File: src/rom_defs.svh
/*
 * Shared width macros for the one-slot ROM port.
 * SDRAM halfword address and read word widths,
 * and the default client data and address widths of a slot.
 */
`ifndef ROM_DEFS_SVH
`define ROM_DEFS_SVH

// The SDRAM is addressed in 16-bit halfwords.
// 22 bits cover 8 MB of ROM data.
`define SDRAM_AW 22

// One SDRAM read returns two consecutive halfwords.
// That word is exactly one cache line of the slot.
`define SDRAM_DW 32

// Client item width in bits when the top is not overridden.
// Legal values are 8, 16 and 32.
`define SLOT_DW_DEFAULT 8

// Client address width in bits, counted in items of SLOT_DW_DEFAULT bits.
`define SLOT_AW_DEFAULT 8

`endif

File: src/sdram_pkg.sv
/*
 * Types for the SDRAM side of the ROM port.
 * Halfword address type, 32-bit read word type
 * and the states of the line fetch FSM.
 */
`default_nettype none
`include "rom_defs.svh"

package sdram_pkg;

    // Halfword address as seen by the SDRAM controller.
    typedef logic [`SDRAM_AW-1:0] sdram_addr_t;

    // One read word from the controller.
    // The lower halfword sits at the requested address, the upper one at the next.
    typedef logic [`SDRAM_DW-1:0] sdram_word_t;

    // Line fetch sequence.
    // The request level is held in wait_ack.
    // The data pulse is awaited in wait_data.
    typedef enum logic [1:0] {
        idle      = 2'd0, // No fetch in flight.
        wait_ack  = 2'd1, // sdram_req is high until the controller acknowledges.
        wait_data = 2'd2  // Request accepted, waiting for the data_rdy pulse.
    } fetch_state_e;

endpackage

`default_nettype wire

File: src/rom_slot_pkg.sv
/*
 * Types for the client side of the ROM port.
 * The lookup opcode passed from decode to the fetch stage
 * and the byte lane index inside a cache line.
 */
`default_nettype none
`include "rom_defs.svh"

package rom_slot_pkg;

    // Result of the line lookup for the current client request.
    // Only the decode stage works out hit or miss.
    // The fetch stage reacts to this code alone.
    typedef enum logic [1:0] {
        op_idle  = 2'd0, // Chip select is low.
        op_hit   = 2'd1, // Line valid and tag equal.
        op_fetch = 2'd2  // Miss, the line must be read from SDRAM.
    } lookup_op_e;

    // Byte position of the item inside the 4-byte line.
    // 16-bit items use positions 0 and 2 only.
    // 32-bit items always use position 0.
    typedef logic [1:0] lane_t;

endpackage

`default_nettype wire

File: src/rom_slot_decode.sv
/*
 * Line lookup stage of the one-slot ROM port.
 * Turns the client item address into an SDRAM line address and a byte lane,
 * keeps the tag and valid flag of the cached line
 * and issues the lookup opcode for the fetch stage.
 */
`default_nettype none
`include "rom_defs.svh"

module rom_slot_decode
    import sdram_pkg::*, rom_slot_pkg::*;
#(
    parameter int DW = `SLOT_DW_DEFAULT, // Item width, 8, 16 or 32.
    parameter int AW = `SLOT_AW_DEFAULT  // Item address width.
) (
    input  logic          rst,
    input  logic          clk,
    input  logic [AW-1:0] addr,       // Client item address.
    input  logic          cs,         // Request level from the client.
    input  sdram_addr_t   offset,     // Base of the ROM region in SDRAM.
    input  logic          fill_pulse, // A new line has just been captured.
    output lookup_op_e    lookup_op,
    output sdram_addr_t   line_addr,  // Halfword address of the requested line.
    output logic          hit,
    output lane_t         lane
);

    // Shift from item address to byte address.
    localparam int SH = $clog2(DW / 8);
    // Two extra bits hold the byte address of a 32-bit item.
    localparam int BW = AW + 2;

    logic [BW-1:0] byte_addr; // Byte address of the requested item.
    logic [AW-1:0] line_idx;  // Index of the 4-byte line.
    sdram_addr_t   tag;       // Line address of the cached line, offset included.
    logic          valid;     // The line register holds real data.

    // Scale the item address to bytes.
    assign byte_addr = {2'b00, addr} << SH;
    assign line_idx  = byte_addr[BW-1:2]; // Four bytes per line.
    assign lane      = byte_addr[1:0];    // Byte position inside the line.

    // Each line spans two halfwords in SDRAM.
    // The offset is added in halfword units.
    assign line_addr = offset + (sdram_addr_t'(line_idx) << 1);

    // The tag carries the offset too.
    // A new offset on the same item address therefore misses.
    assign hit = cs && valid && (tag == line_addr);

    always_comb begin
        if (!cs) begin
            lookup_op = op_idle; // Nothing requested.
        end else if (hit) begin
            lookup_op = op_hit;
        end else begin
            lookup_op = op_fetch; // Fetch stage starts a read if it is free.
        end
    end

    // Valid is control state and comes out of reset cleared.
    always_ff @(posedge clk or posedge rst) begin
        if (rst) begin
            valid <= 1'b0;
        end else if (fill_pulse) begin
            valid <= 1'b1; // Stays set, later fills only replace the tag.
        end
    end

    // The client holds its address during a miss.
    // The current line address is therefore the one just fetched.
    always_ff @(posedge clk) begin
        if (fill_pulse) begin
            tag <= line_addr;
        end
    end

endmodule

`default_nettype wire

File: src/rom_slot_fetch.sv
/*
 * Execute stage of the one-slot ROM port.
 * An FSM that requests one line from the SDRAM controller,
 * holds the request level until the acknowledge,
 * captures the read word on the data_rdy pulse and signals the fill.
 */
`default_nettype none
`include "rom_defs.svh"

module rom_slot_fetch
    import sdram_pkg::*, rom_slot_pkg::*;
(
    input  logic        rst,
    input  logic        clk,
    input  lookup_op_e  lookup_op,  // Opcode from the decode stage.
    input  sdram_addr_t line_addr,  // Line to read when the opcode is op_fetch.
    input  logic        sdram_ack,  // Controller has taken the request.
    input  logic        data_rdy,   // One-cycle pulse with valid data_read.
    input  sdram_word_t data_read,
    output logic        sdram_req,  // Level, held until sdram_ack.
    output sdram_addr_t sdram_addr,
    output sdram_word_t line_data,  // The cached line.
    output logic        fill_pulse  // High in the cycle the line is written.
);

    fetch_state_e state;
    logic         start;   // A new read begins this cycle.
    logic         capture; // data_read belongs to our request this cycle.

    // Only one line is in flight, so a miss seen while busy waits.
    assign start = (state == idle) && (lookup_op == op_fetch);

    // The data pulse counts only once the request has been accepted.
    // It may come in the same cycle as the acknowledge.
    assign capture = data_rdy && ((state == wait_data) || ((state == wait_ack) && sdram_ack));

    assign sdram_req  = (state == wait_ack); // Straight from the state register.
    assign fill_pulse = capture;

    always_ff @(posedge clk or posedge rst) begin
        if (rst) begin
            state <= idle;
        end else begin
            case (state)
                idle: begin
                    if (start) begin
                        state <= wait_ack;
                    end
                end
                wait_ack: begin
                    // The request drops in the cycle after the acknowledge is sampled.
                    if (sdram_ack) begin
                        state <= capture ? idle : wait_data;
                    end
                end
                wait_data: begin
                    // A late data pulse simply keeps the FSM here.
                    if (capture) begin
                        state <= idle;
                    end
                end
                default: begin
                    state <= idle;
                end
            endcase
        end
    end

    // The address is latched at the start of the request.
    // It then stays stable while sdram_req is high.
    always_ff @(posedge clk) begin
        if (start) begin
            sdram_addr <= line_addr;
        end
    end

    // The line register only changes on a fill.
    always_ff @(posedge clk) begin
        if (capture) begin
            line_data <= data_read;
        end
    end

endmodule

`default_nettype wire

File: src/rom_slot_lane.sv
/*
 * Result stage of the one-slot ROM port.
 * Picks the requested 8, 16 or 32-bit item out of the cached line
 * and registers it with the ok flag, once or twice depending on REPACK.
 */
`default_nettype none
`include "rom_defs.svh"

module rom_slot_lane
    import sdram_pkg::*, rom_slot_pkg::*;
#(
    parameter int DW     = `SLOT_DW_DEFAULT, // Item width, 8, 16 or 32.
    parameter int REPACK = 0                 // 1 adds a second output stage.
) (
    input  logic          rst,
    input  logic          clk,
    input  sdram_word_t   line_data,
    input  lane_t         lane,
    input  logic          hit,
    output logic [DW-1:0] dout,
    output logic          data_ok
);

    sdram_word_t   shifted;   // Line moved down so the item starts at bit 0.
    logic [DW-1:0] lane_data; // The selected item.
    logic [DW-1:0] dout_q;
    logic          ok_q;

    // Wider items take the bytes above their lane.
    // Aligned addresses keep them inside the line.
    assign shifted   = line_data >> {lane, 3'b000};
    assign lane_data = shifted[DW-1:0];

    // First stage, the ok flag follows hit one cycle later.
    always_ff @(posedge clk or posedge rst) begin
        if (rst) begin
            ok_q <= 1'b0;
        end else begin
            ok_q <= hit;
        end
    end

    // Data only loads on a hit, so dout holds the last good item otherwise.
    always_ff @(posedge clk) begin
        if (hit) begin
            dout_q <= lane_data;
        end
    end

    generate
        if (REPACK == 1) begin : g_repack
            logic [DW-1:0] dout_r;
            logic          ok_r;

            always_ff @(posedge clk or posedge rst) begin
                if (rst) begin
                    ok_r <= 1'b0;
                end else begin
                    ok_r <= ok_q; // One more cycle of latency.
                end
            end

            always_ff @(posedge clk) begin
                dout_r <= dout_q;
            end

            assign dout    = dout_r;
            assign data_ok = ok_r;
        end else begin : g_direct
            assign dout    = dout_q;
            assign data_ok = ok_q;
        end
    endgenerate

endmodule

`default_nettype wire

File: src/rom_1slot.sv
/*
 * One-slot read-only ROM port on SDRAM.
 * A 4-byte line cache serving 8, 16 or 32-bit items to one client.
 * Decode finds the line, fetch reads it from SDRAM on a miss,
 * lane selects and registers the item.
 */
`default_nettype none
`include "rom_defs.svh"

module rom_1slot
    import sdram_pkg::*, rom_slot_pkg::*;
#(
    parameter int DW     = `SLOT_DW_DEFAULT, // Item width, 8, 16 or 32.
    parameter int AW     = `SLOT_AW_DEFAULT, // Item address width.
    parameter int REPACK = 0                 // 1 registers the output once more.
) (
    input  logic          rst,
    input  logic          clk,
    input  logic [AW-1:0] slot0_addr,
    output logic [DW-1:0] slot0_dout,
    input  logic          slot0_cs,     // Held high for the whole access.
    input  sdram_addr_t   slot0_offset, // Region base in halfwords.
    output logic          slot0_ok,
    input  logic          sdram_ack,
    output logic          sdram_req,
    output sdram_addr_t   sdram_addr,
    input  logic          data_rdy,
    input  sdram_word_t   data_read
);

    lookup_op_e  lookup_op;  // Decode to fetch.
    sdram_addr_t line_addr;
    logic        fill_pulse; // Fetch back to decode.
    sdram_word_t line_data;  // Fetch to lane.
    logic        hit;        // Decode to lane.
    lane_t       lane;

    rom_slot_decode #(
        .DW (DW),
        .AW (AW)
    ) u_decode (
        .rst        (rst),
        .clk        (clk),
        .addr       (slot0_addr),
        .cs         (slot0_cs),
        .offset     (slot0_offset),
        .fill_pulse (fill_pulse),
        .lookup_op  (lookup_op),
        .line_addr  (line_addr),
        .hit        (hit),
        .lane       (lane)
    );

    rom_slot_fetch u_fetch (
        .rst        (rst),
        .clk        (clk),
        .lookup_op  (lookup_op),
        .line_addr  (line_addr),
        .sdram_ack  (sdram_ack),
        .data_rdy   (data_rdy),
        .data_read  (data_read),
        .sdram_req  (sdram_req),
        .sdram_addr (sdram_addr),
        .line_data  (line_data),
        .fill_pulse (fill_pulse)
    );

    rom_slot_lane #(
        .DW     (DW),
        .REPACK (REPACK)
    ) u_lane (
        .rst       (rst),
        .clk       (clk),
        .line_data (line_data),
        .lane      (lane),
        .hit       (hit),
        .dout      (slot0_dout),
        .data_ok   (slot0_ok)
    );

endmodule

`default_nettype wire

File: config.mk
export PLATFORM = sky130hd
export DESIGN_NAME = rom_1slot
export DESIGN_NICKNAME = d
export VERILOG_FILES = /design/src/sdram_pkg.sv /design/src/rom_slot_pkg.sv /design/src/rom_slot_decode.sv /design/src/rom_slot_fetch.sv /design/src/rom_slot_lane.sv /design/src/rom_1slot.sv
export VERILOG_INCLUDE_DIRS = /design/src /design/src/src
export SDC_FILE = /design/constraint.sdc
export NUM_CORES = 1
export LEC_CHECK = 0
export ABC_CLOCK_PERIOD_IN_PS = 7200
export BUFFER_PORTS_ARGS = -buffer_cell sky130_fd_sc_hd__buf_2
export CORE_ASPECT_RATIO = 1.75
export CORE_MARGIN = 2
export CORE_UTILIZATION = 54
export CTS_CLUSTER_SIZE = 20
export DETAILED_ROUTE_END_ITERATION = 12
export PLACE_DENSITY = 0.8
export SLEW_MARGIN = 15
export SYNTH_ARGS = -nofsm -noshare
export SYNTH_HDL_FRONTEND = slang
export SYNTH_SLANG_ARGS = --single-unit
File: constraint.sdc
create_clock -name clk -period 7.2 [get_ports clk]
set_input_delay 1.44 -clock clk [delete_from_list [all_inputs] [get_ports clk]]
set_output_delay 1.44 -clock clk [all_outputs]
set_load 0.02 [all_outputs]
## Yosys cells after proc, flatten, opt, wreduce, memory -nomap -nowiden

Index checks and enable logic that the tools add are counted.

- Bits in registers: 88
- Input port bits: 67
- Output and inout bits: 32
- Logic and storage cells: 31

- $add $sub $neg: 1
- Eq/ne operators: 7
- Shift-type cells: 1
- Mux-type cells: 7
- Reductions and logical operators: 8

Operators by type and width:

| cell | count |
|---|---|
| $shr 32x5->8 | 1 |
| $add 22x7->22 | 1 |
| $eq 22x22->1 | 1 |
| $mux 2 | 6 |
| $pmux 2 s3 | 1 |
| $logic_and 1x1->1 | 5 |
| $eq 2x2->1 const B | 2 |
| $ne 2x1->1 const B | 2 |
| $reduce_and 3->1 | 1 |
| $eq 2x1->1 const B | 1 |
| $logic_not 2->1 | 1 |
| $ne 2x2->1 const B | 1 |
| $logic_or 1x1->1 | 1 |

## Logic depth before layout (Yosys ltp)

Gate-level depths: netlist (run 1).

- Depth in word-level cells: 9
- Mapped depth: 12
- Gate-level depth less buffers: 12

## By module

A second synthesis (run 1) with hierarchy kept.

- Cells, all modules: 322
- Area total of the unflattened synthesis: 4,496.8 µm²

By module, submodules not included:

| module | instances | cells an instance | area an instance (µm²) | seq. area each (µm²) |
|---|---|---|---|---|
| rom_slot_decode | 1 | 237 | 2,288.4 | 685.7 |
| rom_slot_fetch | 1 | 65 | 1,742.9 | 1,671.6 |
| rom_slot_lane | 1 | 20 | 465.4 | 265.3 |

## Worst setup path before layout (run 1)

No wires, ideal clock.

- Path type: in2reg
- Start: in slot0_addr[2]
- End: reg u_fetch.sdram_addr[0] (enable)
- Library setup time: 401 ps
- Arrival time: 4,307 ps
- Setup slack: 2,492 ps
- Stages on the path: 12
- Buffers on the path: 0
- Cell sequence: ha_1 > inv_1 > fa_1 > nand2b_1 > a211oi_2 > o21ai_0 > xor2_1 > o22a_1 > nand4_1 > nand4b_1 > nor3_2 > nor2_1

- Cells in the longest elaborated chain, start to end: 7

RTL lines:

| item | line | text |
|---|---|---|
| start, declared | rom_1slot.sv:19 | `input logic [AW-1:0] slot0_addr,` |
| $add 22x7->22 | rom_slot_decode.sv:45 | `assign line_addr = offset + (sdram_addr_t'(line_idx) << 1);` |
| $eq 22x22->1 | rom_slot_decode.sv:49 | `assign hit = cs && valid && (tag == line_addr);` |
| $logic_and 1x1->1 | rom_slot_decode.sv:49 |  |
| via hit | rom_1slot.sv:35 | `logic hit;` |
| $mux 2 | rom_slot_decode.sv:54 | `end else if (hit) begin` |
| $mux 2 | rom_slot_decode.sv:52 | `if (!cs) begin` |
| $eq 2x2->1 | rom_slot_fetch.sv:31 | `assign start = (state == idle) && (lookup_op == op_fetch);` |
| $logic_and 1x1->1 | rom_slot_fetch.sv:31 |  |
| via u_fetch.start | rom_slot_fetch.sv:27 | `logic start;` |
| end signal, assigned | rom_slot_fetch.sv:73 | `sdram_addr <= line_addr;` |
| end, declared | rom_slot_fetch.sv:21 | `output sdram_addr_t sdram_addr,` |

The timed path passes the listed nets, and every way through them passes these cells.
A chain may end at the register's enable or synchronous reset.

## Final worst setup path (run 1)

- Start: in slot0_addr[2]
- End: reg u_fetch.sdram_addr[10] (enable)

The elaborated chain is that of the path after synthesis.

==> results of run 1 <==
per-stage QoR:
step	total power, mW	instance area (sq um)	setup WS [ns]	hold slack [ns]
global placement	0.8522	4700	2.546	0.4846
detailed placement	0.8567	4700	2.461	0.4837
finish	1.268	4971	2.779	0.5160
CTS	1.278	4971	2.809	0.5025
global route	1.318	4971	2.576	0.5188
floorplan	0.7840	4106	2.492	0.4392
registers in the layout (all words and copies together), names as in the netlist:
name and flops:
u_fetch.line_data 32, u_lane.dout 8, u_fetch.sdram_addr 22, u_lane.data_ok 1, u_decode.valid 1, u_fetch.state 2
u_decode.tag 22
metal layers:
layer,track usage (%),part of all wire (%)
met3,6.599,7.1
met1,20.99,33
met4,13.10,4.1
met5,0,0
met2,39.52,56
report_power, final:
group	switching (mW)	leakage, nW	internal, mW	total [mW]
Clock	0.191	0.129	0.233	0.424
Sequential	0.0152	0.823	0.625	0.640
Combinational	0.126	0.935	0.0783	0.204
Yosys cell counts (all sizes together), types with 6 or more instances:
| master | n |
|---|---|
| edfxtp | 84 |
| ha | 6 |
| xor2 | 12 |
| a21oi | 13 |
| nand4 | 10 |
| inv | 13 |
| nand3 | 6 |
| xnor2 | 26 |
| nor3 | 7 |
| nand2 | 18 |
| nor2 | 18 |
| buf | 7 |
| mux4 | 8 |
worst reg2reg max path, cell delays in order (launching register included):
cell and delay [ns]:
sky130_fd_sc_hd__edfxtp_1 0.43, sky130_fd_sc_hd__xnor2_1 0.30, sky130_fd_sc_hd__nor3_1 0.09, sky130_fd_sc_hd__a31oi_1 0.20
sky130_fd_sc_hd__nand4_1 0.16, sky130_fd_sc_hd__a22o_1 0.24, sky130_fd_sc_hd__a2111oi_2 0.32, sky130_fd_sc_hd__nand4_1 0.15
sky130_fd_sc_hd__nor3_2 0.22, sky130_fd_sc_hd__buf_4 0.22, sky130_fd_sc_hd__nor2_1 0.07, sky130_fd_sc_hd__buf_4 0.24
worst paths after layout:
| path | start | to | cells after the start |
|---|---|---|---|
| setup / recovery | slot0_addr[2] | u_fetch.sdram_addr[10] | 15 |
| hold / removal | u_decode.valid | u_decode.valid | 1 |
| setup reg to reg | u_decode.tag[11] | u_fetch.sdram_addr[10] | 11 |
| hold reg to reg | u_decode.valid | u_decode.valid | 1 |
| max in group asynchronous | rst | u_fetch.state[0] | 2 |
| min in group asynchronous | rst | u_decode.valid | 2 |
cell type report:
type / instances / area [sq um]
clock buffer: 9 / 225.2
timing repair buffer: 101 / 513.0
fill: 540 / 2491
tap: 88 / 110.1
inverter: 13 / 48.80
clock inverter: 7 / 46.29
multi-input combinational: 178 / 1405
sequential: 88 / 2623
cell usage in the layout, fill, tap and decap left out, types with 6 or more instances in the layout:
| master | n |
|---|---|
| sky130_fd_sc_hd__buf_2 | 98 |
| sky130_fd_sc_hd__edfxtp_1 | 84 |
| sky130_fd_sc_hd__xnor2_1 | 26 |
| sky130_fd_sc_hd__nor2_1 | 18 |
| sky130_fd_sc_hd__nand2_1 | 18 |
| sky130_fd_sc_hd__inv_1 | 13 |
| sky130_fd_sc_hd__a21oi_1 | 11 |
| sky130_fd_sc_hd__xor2_1 | 11 |
| sky130_fd_sc_hd__nand4_1 | 10 |
| sky130_fd_sc_hd__clkbuf_16 | 9 |
| sky130_fd_sc_hd__mux4_2 | 8 |
| sky130_fd_sc_hd__nor3_1 | 6 |
| sky130_fd_sc_hd__nand3_1 | 6 |
| sky130_fd_sc_hd__ha_1 | 6 |
cell families after synthesis:
logic type	after synthesis	synth area share, %
mux	8	4.388
buf+inv	21	2.102
compound gates	46	8.532
xor+xnor	39	8.836
simple gates	78	9.964
fa+ha+maj	7	2.316
flops	88	63.86
==> summary.txt, run 1 <==
Global route
  • Global router's overall resource usage: 21.77%
  • Antenna violations before repair: 0
  • Overflow left after global routing: 0
  • Maximum number of pins on one net before global-route repair: 56
  • Number of global-route vias before repair: 2,879
  • Wire length of the first global-routing pass: 13,540 um

Clock network
  • Clock tree from TritonCTS: yes
  • H-tree levels: 3
  • Clock net sink count: 88
  • Insertion delay of the later-clocked pin in the worst-skew pair: 0.34 ns
  • Clock Path Buffers: 2
  • Post-CTS Hold Fix Bufs: 0
  • Buffers inserted during post-CTS setup optimization: 0
  • Total CTS buffers: 9
  • CTS Root Cell: sky130_fd_sc_hd__clkbuf_16
  • Worst-path clk slew: 0.06 ns
  • Number of gates resized after CTS: 0

Worst setup path
  • Critical Setup Path Class: input port to register
  • Crit path arrival time: 4.49 ns
  • Kind of end point of the critical path: register
  • Library cell contributing the largest single delay on the critical path: sky130_fd_sc_hd__a211oi_2
  • CP cell instances: buf_2 -> ha_1 -> inv_1 -> fa_1 -> nand2b_1 -> a211oi_2 -> o21a_1 -> nand4_1 -> xnor2_1 -> o221a_1 -> nand4_1 -> nor3_2 -> buf_4 -> nor2_1 -> buf_4
  • Delay of the slowest cell on the worst path: 0.41 ns
  • Register-to-register path setup slack: 4.31 ns
  • Kind of launch point of the worst setup path: input port
  • Worst Path Max Fanout: 22
  • Gate family responsible for the most delay along the worst path: compound AO/OA/AOI/OAI gates
  • Worst Path Buf+Inv: 4
  • Worst Path Required: 7.27 ns

STA
  • Minimum clock period after layout: 4.421 ns
  • Achievable clock frequency: 226.2 MHz
  • Number of failing hold endpoints at the final stage: 0
  • Setup tns final: 0 ns
  • Number of max-slew violations in the final report: 0
  • Final clock period utilization by the worst path: 61.40%
  • Worst-margin pin slew: 0.6669 ns
  • Max transition margin: 55.54%
  • Clk_skew: 0.007625 ns
  • RSZ-0062 raised after global routing: no
  • Final number of setup-violating endpoints: 0

Drt
  • First-pass detailed-route iteration total: 5
  • Drt total wl: 8608 um
  • Routed vias: 2,777
  • Per-cell via count in the routed design: 5.738
  • Routed wire length per instance: 17.79 um
  • Number of design-rule violations left by the first detailed-router iteration: 230
  • Number of remaining DRC errors: 0
  • Antenna Nets Post-Route: 0

Layout
  • Area growth from synthesis to layout: 21.05%
  • Final core utilization: 66.62%
  • Final cell count without fillers: 484
  • # diodes: 0
  • NumNets Final: 465
  • Share of layout cells above drive strength 1: 34.60%

Power
  • Maximum VDD drop: 0.1963 mV
  • P per Cell Area: 255.0 nW/um^2
  • Leakage: 1.888 nW

Floorplanning
  • # IOs: 99
  • Die Height: 119.4 um
  • Initial core utilization: 55.03%
  • Die Footprint: 8346 sq um
  • Floorplan die width: 69.92 um
  • Area of the core: 7462 sq um
  • FP Rows: 42

Placed design
  • Cell total after placement: 468
  • GPL Wtd Cong: 0.9819
  • Detailed Place HPWL: 6508 um
  • Buffers added on ports: 98

Yosys
  • Mapped Cells: 287
  • EDFF count, synth: 84
  • Top post-synthesis cells by area: sky130_fd_sc_hd__edfxtp_1 (61%), sky130_fd_sc_hd__xnor2_1 (5.5%), sky130_fd_sc_hd__mux4_2 (4.4%)
  • Mapped cell area: 4106 sq um
  • Flops & latches, synth: 88
  • Ys flop type: sky130_fd_sc_hd__edfxtp_1
  • Count of different cell masters after synthesis: 55
  • Biggest area consumer among synthesized cells: sky130_fd_sc_hd__edfxtp_1
  • Net Count, Synth: 361
  • Fraction of synthesized cell area taken by the top area cell type: 61.43%
  • Number of synthesis warnings: 0
  • Sequential fraction of the synthesis area: 63.86%
  • Post-synthesis average cell area: 14.31 sq um
  • Asr flop ratio synth: 4.545%

Hold path
  • Path type of the worst min-delay path: register to register

Run status
  • Status: finished, final reports clean

Flow run
  • Number of maximum-capacitance violations: 0
Note: power is estimated with default switching activity, not from simulation.
==> run 2: changes to the inputs <==
--- a/config.mk
+++ b/config.mk
@@ -6,14 +6,14 @@
 export SDC_FILE = /design/constraint.sdc
 export NUM_CORES = 1
 export LEC_CHECK = 0
-export ABC_CLOCK_PERIOD_IN_PS = 7200
+export ABC_CLOCK_PERIOD_IN_PS = 4140
 export BUFFER_PORTS_ARGS = -buffer_cell sky130_fd_sc_hd__buf_2
 export CORE_ASPECT_RATIO = 1.75
 export CORE_MARGIN = 2
-export CORE_UTILIZATION = 54
+export CORE_UTILIZATION = 53
 export CTS_CLUSTER_SIZE = 20
 export DETAILED_ROUTE_END_ITERATION = 12
-export PLACE_DENSITY = 0.8
+export PLACE_DENSITY = 0.79
 export SLEW_MARGIN = 15
 export SYNTH_ARGS = -nofsm -noshare
 export SYNTH_HDL_FRONTEND = slang
==> constraint.sdc (replaced) <==
create_clock -name clk -period 4.14 [get_ports clk]
set_input_delay 0.828 -clock clk [delete_from_list [all_inputs] [get_ports clk]]
set_output_delay 0.828 -clock clk [all_outputs]
set_load 0.02 [all_outputs]
==> run 2 against run 1 <==
Clock skew is 0.0031 ns lower. Via count is 0.36% lower. Clock power is 89% higher. Critical path depth is 1 lower. Total power is 80% higher. Register-to-register slack worse by 2.8 ns. Global-route usage is 0.36 points lower. Hold slack worse by 0.15 ns. Worst setup slack worse by 2.2 ns. Wire length is 1.9% higher. Die area is 1.8% higher. Cell area is 1.1% higher.
==> summary.txt, run 2 (synthesis results as in run 1) <==
Run status
  • Status: finished, final reports clean (unchanged)

Clock network
  • Clock Path Buffers: 2 (unchanged)
  • Clock tree from TritonCTS: yes (unchanged)
  • Insertion delay of the later-clocked pin in the worst-skew pair: 0.33 ns (was 0.34 ns)
  • Post-CTS Hold Fix Bufs: 0 (unchanged)
  • Number of gates resized after CTS: 0 (unchanged)
  • CTS Root Cell: sky130_fd_sc_hd__clkbuf_16 (unchanged)
  • Worst-path clk slew: 0.06 ns (about the same)
  • H-tree levels: 3 (unchanged)
  • Buffers inserted during post-CTS setup optimization: 0 (unchanged)
  • Total CTS buffers: 9 (unchanged)
  • Clock net sink count: 88 (unchanged)

Worst setup path
  • Worst Path Max Fanout: 13 (was 22)
  • Kind of launch point of the worst setup path: input port (unchanged)
  • Gate family responsible for the most delay along the worst path: compound AO/OA/AOI/OAI gates (unchanged)
  • Register-to-register path setup slack: 1.46 ns (was 4.31 ns)
  • Worst Path Buf+Inv: 3 (was 4)
  • Critical Setup Path Class: input port to register (unchanged)
  • Most common cell type on the critical path: sky130_fd_sc_hd__nand4_1
  • Delay of the slowest cell on the worst path: 0.39 ns (was 0.41 ns)
  • FF-to-FF path depth: 10 (was 11)
  • Crit path arrival time: 3.62 ns (was 4.49 ns)
  • Library cell contributing the largest single delay on the critical path: sky130_fd_sc_hd__fa_1 (was sky130_fd_sc_hd__a211oi_2)
  • Critical path depth in cells: 14 (was 15)
  • CP cell instances: buf_2 -> ha_1 -> inv_1 -> fa_1 -> nand2b_1 -> a211oi_2 -> o21a_1 -> nand4_1 -> xnor2_1 -> o221a_1 -> nand4_1 -> nor3_2 -> nor2_1 -> buf_4 (was buf_2 -> ha_1 -> inv_1 -> fa_1 -> nand2b_1 -> a211oi_2 -> o21a_1 -> nand4_1 -> xnor2_1 -> o221a_1 -> nand4_1 -> nor3_2 -> buf_4 -> nor2_1 -> buf_4)
  • Kind of end point of the critical path: register (unchanged)
  • Worst Path Required: 4.22 ns (was 7.27 ns)

Drt
  • Drt total wl: 8768 um (was 8608 um)
  • Per-cell via count in the routed design: 5.682 (was 5.738)
  • Antenna Nets Post-Route: 0 (unchanged)
  • Routed wire length per instance: 18.00 um (was 17.79 um)
  • Number of remaining DRC errors: 0 (unchanged)
  • Routed vias: 2,767 (was 2,777)
  • First-pass detailed-route iteration total: 4 (was 5)
  • Number of design-rule violations left by the first detailed-router iteration: 174 (was 230)

Layout
  • Area growth from synthesis to layout: 22.33% (was 21.05%)
  • Biggest register: u_fetch.line_data (unchanged)
  • Most frequent cells in the layout: sky130_fd_sc_hd__buf_2 (98), sky130_fd_sc_hd__edfxtp_1 (84), sky130_fd_sc_hd__xnor2_1 (26) (unchanged)
  • Largest registers ranked by flip-flop count: u_fetch.line_data (32), u_decode.tag (22), u_fetch.sdram_addr (22) (unchanged)
  • Flip-flop count of the largest register after layout: 32 (unchanged)
  • NumNets Final: 468 (was 465)
  • Leading cell type in the layout, fill and taps excluded: sky130_fd_sc_hd__buf_2 (unchanged)
  • Final core utilization: 66.39% (was 66.62%)
  • Share of layout cells above drive strength 1: 34.84% (was 34.60%)
  • # diodes: 0 (unchanged)

Hold path
  • Path type of the worst min-delay path: input port to asynchronous set/reset pin (was register to register)

STA
  • Achievable clock frequency: 282.8 MHz
  • Number of max-slew violations in the final report: 0 (unchanged)
  • Worst-margin pin slew: 0.8690 ns (was 0.6669 ns)
  • RSZ-0062 raised after global routing: no (unchanged)
  • Setup tns final: 0 ns (unchanged)
  • Clk_skew: 0.004490 ns (was 0.007625 ns)
  • Minimum clock period after layout: 3.537 ns
  • Max transition margin: 41.95% (was 55.54%)
  • Final number of setup-violating endpoints: 0 (unchanged)
  • Worst hold slack across all endpoints: 0.3616 ns (was 0.5160 ns)
  • Number of failing hold endpoints at the final stage: 0 (unchanged)
  • Final clock period utilization by the worst path: 85.43%

Floorplanning
  • Area of the core: 7567 sq um (was 7462 sq um)
  • Die Footprint: 8496 sq um (was 8346 sq um)
  • # IOs: 99 (unchanged)
  • FP Rows: 42 (unchanged)
  • Die Height: 120.4 um (was 119.4 um)
  • Initial core utilization: 54.27% (was 55.03%)
  • Floorplan die width: 70.54 um (was 69.92 um)

Global route
  • Overflow left after global routing: 0 (unchanged)
  • Global router's overall resource usage: 21.41% (was 21.77%)
  • Maximum number of pins on one net before global-route repair: 29 (was 56)
  • Number of global-route vias before repair: 2,814 (was 2,879)
  • Antenna violations before repair: 0 (unchanged)
  • Wire length of the first global-routing pass: 13,390 um (was 13,540 um)

Power
  • Maximum VDD drop: 0.3421 mV (was 0.1963 mV)
  • Leakage: 1.916 nW (was 1.888 nW)
  • P per Cell Area: 453.6 nW/um^2 (was 255.0 nW/um^2)

Placed design
  • Detailed Place HPWL: 6795 um (was 6508 um)
  • Buffers added on ports: 98 (unchanged)
  • GPL Wtd Cong: 0.9206 (was 0.9819)

Flow run
  • Number of maximum-capacitance violations: 0 (unchanged)
[run 2: per-layer routing]
layer  up-vias  routed length, um  GRT usage [%]
met3        24                428          4.833
met5         -                  0              0
met4         0                335          12.03
met1      1331               2890          20.28
met2        98               5113          40.92
li1       1314                  -              -
[run 2: layout make-up]
| type | instances | area (sq um) |
|---|---|---|
| Timing Repair Buffer | 104 | 535.5 |
| Inverter | 13 | 48.80 |
| Clock buffer | 12 | 246.5 |
| Tap cell | 88 | 110.1 |
| Clock inverter | 4 | 55.05 |
| Multi-Input combinational cell | 178 | 1405 |
| Sequential cell | 88 | 2623 |
| Fill cell | 580 | 2544 |
[run 2: where the power goes]
| group | internal, mW | leakage [nW] | switching [mW] |
|---|---|---|---|
| Clock | 0.486 | 0.143 | 0.315 |
| Sequential | 1.09 | 0.823 | 0.0284 |
| Combinational | 0.140 | 0.950 | 0.222 |
[run 2: path summary, 6_finish.rpt]
| path | startpoint | to |
|---|---|---|
| worst max-delay path | slot0_addr[2] | u_fetch.sdram_addr[12] |
| worst min-delay path | rst | u_fetch.state[1] |
| worst max register to register | u_decode.tag[8] | u_fetch.sdram_addr[12] |
| worst min register to register | u_decode.valid | u_decode.valid |
| max in group asynchronous | rst | u_decode.valid |
| min in group clk | u_decode.valid | u_decode.valid |
[run 2: stage by stage]
step	std cells	power [mW]	worst slack [ns]	cell area [sq um]
detailed placement	471	1.498	0.2852	4722
global route	487	2.368	0.4388	5024
global placement	471	1.488	0.3780	4722
CTS	487	2.303	0.6311	5024
finish	487	2.279	0.6033	5024
floorplan	287	1.364	0.04406	4106
